<file path="src/common/toy_cpu_pkg.sv">
// shared word, byte and index types plus the opcode constants of the toy cpu
package toy_cpu_pkg;

    // instruction and memory data word
    typedef logic [15:0] word_t;

    // register contents and immediates
    typedef logic [7:0] byte_t;

    // register index field, bits 15..12 of an instruction
    typedef logic [3:0] reg_idx_t;

    // opcode field, bits 11..8 of an instruction
    typedef logic [3:0] opcode_t;

    // stops the core, as does any opcode not listed here
    localparam opcode_t OP_HALT = 4'd0;

    // emit the immediate, zero-extended
    localparam opcode_t OP_OUT_IMM = 4'd1;

    // emit memory word at immediate/2
    localparam opcode_t OP_OUT_LOC = 4'd2;

    // write the immediate into a register
    localparam opcode_t OP_LOAD_IMM = 4'd3;

    // emit a register, zero-extended
    localparam opcode_t OP_OUT_REG = 4'd4;

endpackage

</file>
<file path="src/cpu_core/reg_file.sv">
// register file: sixteen 8-bit registers, one write port, one combinational read port
module reg_file (
    input  logic                  clk,
    input  logic                  rst,
    input  logic                  we,
    input  toy_cpu_pkg::reg_idx_t waddr,
    input  toy_cpu_pkg::byte_t    wdata,
    input  toy_cpu_pkg::reg_idx_t raddr,
    output toy_cpu_pkg::byte_t    rdata
);
    import toy_cpu_pkg::*;

    localparam int NUM_REGS = 16;

    byte_t regs [NUM_REGS];

    // all registers read as zero after reset
    always_ff @(posedge clk or posedge rst) begin
        if (rst) begin
            for (int i = 0; i < NUM_REGS; i++) begin
                regs[i] <= '0;
            end
        end else if (we) begin
            regs[waddr] <= wdata;
        end
    end

    // no read-during-write bypass; OUT_REG and LOAD_IMM never share a cycle
    assign rdata = regs[raddr];

endmodule

</file>
<file path="src/cpu_core/cpu_core.sv">
// cpu core: fetch/execute state machine, Wishbone classic read master, register file
module cpu_core #(
    parameter int MEM_AWIDTH = 8
) (
    input  logic                   clk,
    input  logic                   rst,
    input  toy_cpu_pkg::word_t     wb_dat_r,
    input  logic                   wb_ack,
    output logic                   wb_cyc,
    output logic                   wb_stb,
    output logic [MEM_AWIDTH-1:0]  wb_adr,
    output logic                   out_valid,
    output toy_cpu_pkg::word_t     out_data,
    output logic                   halted
);
    import toy_cpu_pkg::*;

    typedef enum logic [1:0] {
        FETCH_REQ,
        FETCH_WAIT,
        DATA_WAIT,
        HALT
    } state_t;

    state_t                state;
    logic [MEM_AWIDTH-1:0] pc;
    logic                  bus_req;
    opcode_t               op_q;

    // fields of the word on the read bus
    reg_idx_t fetch_idx;
    opcode_t  fetch_op;
    byte_t    fetch_imm;
    logic     fetch_done;

    logic     rf_we;
    reg_idx_t rf_waddr;
    byte_t    rf_wdata;
    reg_idx_t rf_raddr;
    byte_t    rf_rdata;

    assign fetch_idx  = wb_dat_r[15:12];
    assign fetch_op   = wb_dat_r[11:8];
    assign fetch_imm  = wb_dat_r[7:0];
    assign fetch_done = (state == FETCH_WAIT) && wb_ack;

    // LOAD_IMM writes straight from the acked word
    assign rf_we    = fetch_done && (fetch_op == OP_LOAD_IMM);
    assign rf_waddr = fetch_idx;
    assign rf_wdata = fetch_imm;
    assign rf_raddr = fetch_idx;

    reg_file u_reg_file (
        .clk   (clk),
        .rst   (rst),
        .we    (rf_we),
        .waddr (rf_waddr),
        .wdata (rf_wdata),
        .raddr (rf_raddr),
        .rdata (rf_rdata)
    );

    // cyc and stb always move together, one transfer at a time
    assign wb_cyc = bus_req;
    assign wb_stb = bus_req;

    always_ff @(posedge clk or posedge rst) begin
        if (rst) begin
            state     <= FETCH_REQ;
            pc        <= '0;
            bus_req   <= 1'b0;
            out_valid <= 1'b0;
            halted    <= 1'b0;
        end else begin
            out_valid <= 1'b0;
            case (state)
                FETCH_REQ: begin
                    wb_adr  <= pc;
                    bus_req <= 1'b1;
                    state   <= FETCH_WAIT;
                end
                FETCH_WAIT: begin
                    if (wb_ack) begin
                        op_q <= fetch_op;
                        case (fetch_op)
                            OP_OUT_IMM: begin
                                out_valid <= 1'b1;
                                out_data  <= {8'h00, fetch_imm};
                                pc        <= pc + 1'b1;
                                wb_adr    <= pc + 1'b1;
                            end
                            OP_LOAD_IMM: begin
                                // register write happens through rf_we
                                pc     <= pc + 1'b1;
                                wb_adr <= pc + 1'b1;
                            end
                            OP_OUT_REG: begin
                                out_valid <= 1'b1;
                                out_data  <= {8'h00, rf_rdata};
                                pc        <= pc + 1'b1;
                                wb_adr    <= pc + 1'b1;
                            end
                            OP_OUT_LOC: begin
                                // stb stays up, the address moves to the operand
                                wb_adr <= MEM_AWIDTH'(fetch_imm >> 1);
                                state  <= DATA_WAIT;
                            end
                            default: begin
                                bus_req <= 1'b0;
                                halted  <= 1'b1;
                                state   <= HALT;
                            end
                        endcase
                    end
                end
                DATA_WAIT: begin
                    if (wb_ack) begin
                        bus_req <= 1'b0;
                        case (op_q)
                            OP_OUT_LOC: begin
                                out_valid <= 1'b1;
                                out_data  <= wb_dat_r;
                                pc        <= pc + 1'b1;
                                state     <= FETCH_REQ;
                            end
                            default: begin
                                halted <= 1'b1;
                                state  <= HALT;
                            end
                        endcase
                    end
                end
                default: begin
                    // halted, no further bus cycles
                    bus_req <= 1'b0;
                end
            endcase
        end
    end

endmodule

</file>
<file path="src/hdl/program_mem.sv">
// program memory: word array with Wishbone classic read slave and reset-time load port
module program_mem #(
    parameter int MEM_AWIDTH = 8
) (
    input  logic                  clk,
    input  logic                  rst,
    input  logic                  load_en,
    input  logic [MEM_AWIDTH-1:0] load_addr,
    input  toy_cpu_pkg::word_t    load_data,
    input  logic                  wb_cyc,
    input  logic                  wb_stb,
    input  logic [MEM_AWIDTH-1:0] wb_adr,
    output toy_cpu_pkg::word_t    wb_dat_r,
    output logic                  wb_ack
);
    import toy_cpu_pkg::*;

    localparam int DEPTH = 2 ** MEM_AWIDTH;

    word_t mem [DEPTH];
    logic  bus_sel;

    assign bus_sel = wb_cyc && wb_stb;

    // program load, only while the core is held in reset
    always_ff @(posedge clk) begin
        if (rst && load_en) begin
            mem[load_addr] <= load_data;
        end
    end

    // one wait state, ack pulses for a single cycle per request
    always_ff @(posedge clk or posedge rst) begin
        if (rst) begin
            wb_ack <= 1'b0;
        end else begin
            wb_ack <= bus_sel && !wb_ack;
        end
    end

    // read data lines up with ack
    always_ff @(posedge clk) begin
        if (bus_sel) begin
            wb_dat_r <= mem[wb_adr];
        end
    end

endmodule

</file>
<file path="src/hdl/toy_cpu_top.sv">
// top level: cpu core and program memory joined by the Wishbone classic read bus
module toy_cpu_top #(
    parameter int MEM_AWIDTH = 8
) (
    input  logic                  clk,
    input  logic                  rst,
    input  logic                  load_en,
    input  logic [MEM_AWIDTH-1:0] load_addr,
    input  toy_cpu_pkg::word_t    load_data,
    output logic                  out_valid,
    output toy_cpu_pkg::word_t    out_data,
    output logic                  halted
);
    import toy_cpu_pkg::*;

    // wishbone wires
    logic                  wb_cyc;
    logic                  wb_stb;
    logic [MEM_AWIDTH-1:0] wb_adr;
    word_t                 wb_dat_r;
    logic                  wb_ack;

    cpu_core #(
        .MEM_AWIDTH (MEM_AWIDTH)
    ) u_cpu_core (
        .clk       (clk),
        .rst       (rst),
        .wb_dat_r  (wb_dat_r),
        .wb_ack    (wb_ack),
        .wb_cyc    (wb_cyc),
        .wb_stb    (wb_stb),
        .wb_adr    (wb_adr),
        .out_valid (out_valid),
        .out_data  (out_data),
        .halted    (halted)
    );

    program_mem #(
        .MEM_AWIDTH (MEM_AWIDTH)
    ) u_program_mem (
        .clk       (clk),
        .rst       (rst),
        .load_en   (load_en),
        .load_addr (load_addr),
        .load_data (load_data),
        .wb_cyc    (wb_cyc),
        .wb_stb    (wb_stb),
        .wb_adr    (wb_adr),
        .wb_dat_r  (wb_dat_r),
        .wb_ack    (wb_ack)
    );

endmodule

</file>
<file path="config.mk">
export PLATFORM = sky130hd
export DESIGN_NAME = toy_cpu_top
export DESIGN_NICKNAME = d
export VERILOG_FILES = /design/src/common/toy_cpu_pkg.sv /design/src/cpu_core/reg_file.sv /design/src/cpu_core/cpu_core.sv /design/src/hdl/program_mem.sv /design/src/hdl/toy_cpu_top.sv
export SDC_FILE = /design/constraint.sdc
export NUM_CORES = 2
export LEC_CHECK = 0
export ABC_AREA = 0
export BUFFER_PORTS_ARGS = -buffer_cell sky130_fd_sc_hd__buf_4
export CAP_MARGIN = 20
export CORE_ASPECT_RATIO = 1.4
export CORE_UTILIZATION = 29
export DETAILED_ROUTE_END_ITERATION = 10
export SYNTH_ARGS = -nofsm -noshare
export SYNTH_HDL_FRONTEND = slang
export SYNTH_HIERARCHICAL = 1
export SYNTH_SLANG_ARGS = --single-unit
</file>
<file path="constraint.sdc">
create_clock -name clk -period 3.82 [get_ports clk]
set_clock_uncertainty 0.1 [all_clocks]
set_input_delay 0.382 -clock clk [delete_from_list [all_inputs] [get_ports clk]]
set_output_delay 0.382 -clock clk [all_outputs]
set_load 0.03 [all_outputs]
</file>
# Word level (Yosys, flattened, before mapping)
# Memories as Yosys holds them, arrays and structs flattened. A register that Yosys moved wholly into a read port is not among the register bits.
# Cells that the tools add are included.
[word_totals]
input_bits = 27
memories = 1
word_cells = 107
reg_bits = 170
ram_bits = 4096
out_inout_bits = 18
[op_classes]
order_cmp = 2
bitwise = 2
muxes = 40
n_eq_ne = 16
reduce_logical = 20
addsub = 1
[memory_table]
columns = ["name", "words", "width", "read_ports", "rd_ports_with_merged_regs", "write_ports", "line", "text"]
rows = [
  ["u_program_mem.mem", 256, 16, 1, 1, 1, "program_mem.sv:20", "word_t mem [DEPTH];"],
]
[op_table]
columns = ["cell", "n"]
rows = [
  ["bitwise mux 128 bit", 1],
  ["two-way mux 8 bit", 8],
  ["case mux 16 bit (2 select lines)", 2],
  ["two-way mux 16 bit", 3],
  ["case mux 8 bit (2 select lines)", 3],
  ["binary-select mux 8 bit (select 4 bit)", 1],
  ["demux 8 bit (select 4 bit)", 1],
  ["two-way mux 1 bit", 13],
  ["== test 4 x 2 -> 1 bit (second input constant)", 3],
  ["AND reduction 5 bit", 2],
  ["adder 8 x 1 -> 8 bit (second input constant)", 1],
  ["inequality test 2 bit (second input constant)", 4],
  ["AND reduction 4 bit", 2],
  ["two-way mux 2 bit", 3],
  ["inequality test 2 x 1 -> 1 bit (second input constant)", 3],
  ["inequality test 3 bit (second input constant)", 2],
  ["case mux 2 bit (3 select lines)", 1],
  ["AND reduction 3 bit", 2],
  ["AND reduction 6 bit", 1],
  ["greater-or-equal comparator 5 bit (second input constant)", 1],
  ["logical AND 1 bit", 5],
  ["< comparator 5 x 1 -> 1 bit (second input constant)", 1],
  ["NOT 4 -> 5 bit", 1],
  ["== test 4 x 1 -> 1 bit (second input constant)", 1],
  ["14 further kinds", 16],
]

# Depth between registers and ports, before layout
[depth]
ltp_word = 7
mapped_depth = 13
ltp_nobuf = 7

# By module
# Netlist, hierarchy kept.
[by_module_without_submodules]
columns = ["module", "instances", "seq_area_each_um2", "cells_per_inst", "area_per_inst_um2"]
rows = [
  ["program_mem", 1, 123503.4, 7401, 159980.9],
  ["reg_file", 1, 3203.1, 369, 5953.2],
  ["cpu_core", 1, 1166.1, 172, 2087.0],
]

# Worst setup path before layout
# OpenSTA, ideal clock, no wires.
[synth_path]
path_type = "register to register"
from = "register u_cpu_core.wb_adr[0]"
to = "register u_program_mem.wb_dat_r[10], read port of u_program_mem.mem (data pin)"
slack_ns = 1.108
n_path_buf = 3
required_time_ns = 3.456
period_less_slack_ns = 2.712
setup_ns = 0.264
path_stages_with_launch = 9
arrival_ns = 2.348
path_cell_list = "edfxtp_1 buf_6 buf_12 buf_2 mux4_2 mux4_2 a22o_1 nor4_1 nor4_1"
[synth_rtl]
columns = ["item", "line", "text"]
rows = [
  ["start: declaration", "cpu_core.sv:11", "output logic [MEM_AWIDTH-1:0] wb_adr,"],
  ["start signal: assignment", "cpu_core.sv:78", "wb_adr <= pc;"],
  ["start signal: assignment", "cpu_core.sv:90", "wb_adr <= pc + 1'b1;"],
  ["start signal: assignment", "cpu_core.sv:95", "wb_adr <= pc + 1'b1;"],
  ["end: declaration", "program_mem.sv:13", "output toy_cpu_pkg::word_t wb_dat_r,"],
]

==> summary.md <==
| Metric | Value |
|---|---|
| Synth area leaders | edfxtp_1, mux4_2, mux2i_1, dfrtp_1, mux2_2 |
| Avg WL per Cell | about 29 um |
| H-tree depth | 5 |
| Post-DP HPWL | a little over 300 mm |
| Slowest CP cell | a21oi_1 |
| Area Overhead vs Synth | 15.91% |
| Share of cells above drive strength 1 | 27.84% |
| CP Capture Type | register |
| Slowest stage delay, CP | 0.99 ns |
| Sequential area share after synthesis | ~76% |
| Worst-margin pin slew | between 1 and 1.5 ns |
| IO buf count | 44 |
| First-pass GRT wire length | about 670 mm |
| DRC | 0 |
| Clk_lat worst skew | about 1.0 ns |
| Io pins | 45 |
| Crit Path Class | reg -> reg |
| Utilization after layout | between 30% and 40% |
| TritonCTS clock tree | built |
| Synthesized flop and latch total | 4282 |
| Worst VDD drop | between 0.4 and 0.5 mV |
| Failing checks | setup timing |
| Post-CTS repair timing setup buffer count | 0 |
| Largest net degree at the start of global routing | roughly 140 |
| Clock power frac | around two fifths |
| Final worst-path setup slack | -0.1377 ns |
| Most frequent cells in the layout | edfxtp_1, mux4_2, buf_4, mux2i_1, clkbuf_16 |
| Non-Filler Instances | around 17k |
| Sequential Power Share | 50.9% |
| Clock-pin slew on the worst setup and hold paths | 0.07 ns |
| Final period util | 103.6% |
| Most common cell after layout, fill and taps aside | edfxtp_1 |
| Worst EP arrival | ~4.7 ns |
| CP required | between 4 and 5 ns |
| Top cell type's share of synthesized area | about three quarters |
| Total GRT Usage | between 15 and 20% |
| Hold WC Path Type | in -> async |
| Max Cap Viol | 0 |
| Row count | 330 |
| Slew headroom | under 10% |
| RSZ-0062 raised after global routing | true |
| Clock root buffer | clkbuf_16 |
| Drt initial violations | around 9.6k |
| Final hold violation count | 0 |
| Cell taking the most area after synthesis | edfxtp_1 |
| Initial DRT Pass Iterations | 7 |
| Sw Share | between 20% and 30% |
| Internal power | ~78 mW |
| Ys flop type | edfxtp_1 |
| Mapped Area | between 0.15 and 0.2 mm^2 |
| Nets | about 8.7k |
| Yosys cell types | 85 |
| Leakage Power | around 62 nW |
| Die Wd | approximately 650 um |
| Post-synthesis cell count | 7942 |
| Final Max Slew Viols | 0 |
| Finished Cell Area | roughly 0.19 mm^2 |
| Initial antenna violation count | 25 |
| Clock Sinks | about 4.3k |
| FFs w/ async S/R, synth | roughly 3.3% |
| PwrDens | about 520 mW/mm^2 |
| Status | finished with violations |
| Die area | slightly below 0.6 mm^2 |
| Global route overflow | 0 |
| Die Y | approximately 900 um |
| Setup WS pre-CTS | -0.4006 ns |
| CP startpoint kind | register |
| Sw Pwr | 24.34 mW |
| Inst Count DP | 15.87k |
| Post-synth EDFFs | 4140 |
| Ys Warns | 6 |
| Peak Freq | ~250 MHz |
| Final setup fails | 2 |
| Num CTS Buffers | 394 |
| Via-to-Cell Ratio | between 5 and 6 |
| Final WL | around 480 mm |
| Crit Path Max Fanout | between 40 and 50 |
| Final min period | roughly 4 ns |
| Maximum root-to-sink buffer count | 4 |
| Syn Area/Cell | approximately 21 um^2 |
| Core area | 0.5768 mm^2 |
| Via count | 84.36k |
| Placer Congestion | about 0.92 |
| Detail Route Antenna Nets | 0 |
| Combinational power share | a little over a tenth |
| Syn Nets | around 8k |
| Critical Path, Cell by Cell | buf_12 > buf_16 > buf_4 > mux2_2 > a221oi_1 > a21oi_1 > o22ai_1 > nor4_2 > nand4_1 > nor4_1 |
| Post-Place Cell Area | 0.1817 mm^2 |
| Starting Density | 29.13% |
| Vias in the first global route | roughly 87k |
==> path summary, 6_finish.rpt <==
path,slack (ns),startpoint,end,depth (start not counted)
worst min-delay path,0.10,rst,u_cpu_core/u_reg_file/regs[80]$_DFFE_PP0P_,3
min in group clk,0.14,load_addr[2],u_program_mem/mem[173][14]$_DFFE_PP_,4
max in group asynchronous,2.53,rst,u_cpu_core/u_reg_file/regs[54]$_DFFE_PP0P_,4
worst max register to register,-0.14,u_cpu_core/wb_adr[0]$_DFFE_PP_,u_program_mem/wb_dat_r[4]$_DFFE_PP_,10
worst min register to register,0.38,u_cpu_core/pc[7]$_DFFE_PP0P_,u_cpu_core/pc[7]$_DFFE_PP0P_,1
worst max-delay path,-0.14,u_cpu_core/wb_adr[0]$_DFFE_PP_,u_program_mem/wb_dat_r[4]$_DFFE_PP_,10
==> final cells by class <==
cell class / instances / area [um^2]
Fill cell: 53435 / 382100
Sequential cell: 4282 / 127900
Multi-Input combinational cell: 3160 / 37000
Clock buffer: 488 / 10290
Tap cell: 7636 / 9554
Timing Repair Buffer: 800 / 7664
Clock inverter: 224 / 2255
Inverter: 15 / 72.57
Antenna cell: 20 / 50.05
==> flip-flops by register name, summed over array words and instances, names as in the netlist <==
signal	count
u_cpu_core/out_valid	1
u_program_mem/mem	4096
u_cpu_core/op_q	4
u_cpu_core/halted	1
u_cpu_core/wb_adr	8
u_cpu_core/state	2
u_program_mem/wb_dat_r	16
u_program_mem/wb_ack	1
u_cpu_core/pc	8
u_cpu_core/out_data	16
u_cpu_core/wb_cyc	1
u_cpu_core/u_reg_file/regs	128
==> power groups by stage <==
| stage | Clock, mW | Sequential (mW) | Combinational (mW) |
|---|---|---|---|
| 3_5_place_dp | 0 | 52.8 | 10.9 |
| 3_3_place_gp | 0 | 52.8 | 10.7 |
| 4_1_cts | 39.7 | 51.8 | 10.9 |
| 2_1_floorplan | 0 | 52.8 | 6.29 |
| 6_report | 39.1 | 51.8 | 11.0 |
| 5_1_grt | 41.4 | 51.8 | 11.3 |
==> what timing repair did <==
item                                   in CTS  in global routing
hold buffers                               21                  0
gates resized for setup                    19                 15
setup endpoints to repair                   6                  9
pin swaps                                   3                  4
gates cloned                                1                  2
endpoints found under the hold margin    1348                  0
==> layer usage <==
metal	up-vias	GRT usage (%)	wire, um
li1	34768	-	-
met1	45385	18.20	167900
met2	3329	27.83	241700
met3	869	2.398	30430
met4	12	10.89	37910
met5	-	0	67
==> critical path, delay by kind of cell, from the launching register on <==
family | cells | cell delay [ns]
AOI/OAI and AO/OA | 3 | 1.27
and+or+nand+nor | 3 | 0.72
buffers and inverters | 3 | 0.86
muxes | 1 | 0.21
DFF | 1 | 0.52
==> synth_stat cells (95+ instances only) <==
cell / instances
edfxtp_1: 4140
mux4_2: 848
mux2i_1: 548
nor2_1: 341
clkbuf_1: 177
o221ai_1: 177
mux2_2: 169
o22ai_1: 168
nand2_1: 149
dfrtp_1: 142
a21oi_1: 119
buf_2: 103
nor3_1: 95
==> through the flow <==
step	hold slack [ns]	TNS (ns)	total power [mW]
3_5_place_dp	0.1891	-1.566	63.70
4_1_cts	0.04431	0	102.5
3_3_place_gp	0.1896	-2.440	63.55
5_1_grt	0.1197	-0.01915	104.5
6_report	0.1035	-0.2214	101.9
2_1_floorplan	0.01071	0	59.10
==> kinds of logic after synthesis <==
kind of cell             Yosys count  share of synthesized area [%]
adder cells (fa/ha/maj)            5                        0.03723
multiplexers                    1608                          16.32
buffers and inverters            500                          2.079
XOR/XNOR                           8                        0.04170
AO/OA/AOI/OAI                    733                          3.119
flip-flops                      4282                          76.11
AND/OR/NAND/NOR                  806                          2.295
Power figures use the tool's default switching activity.
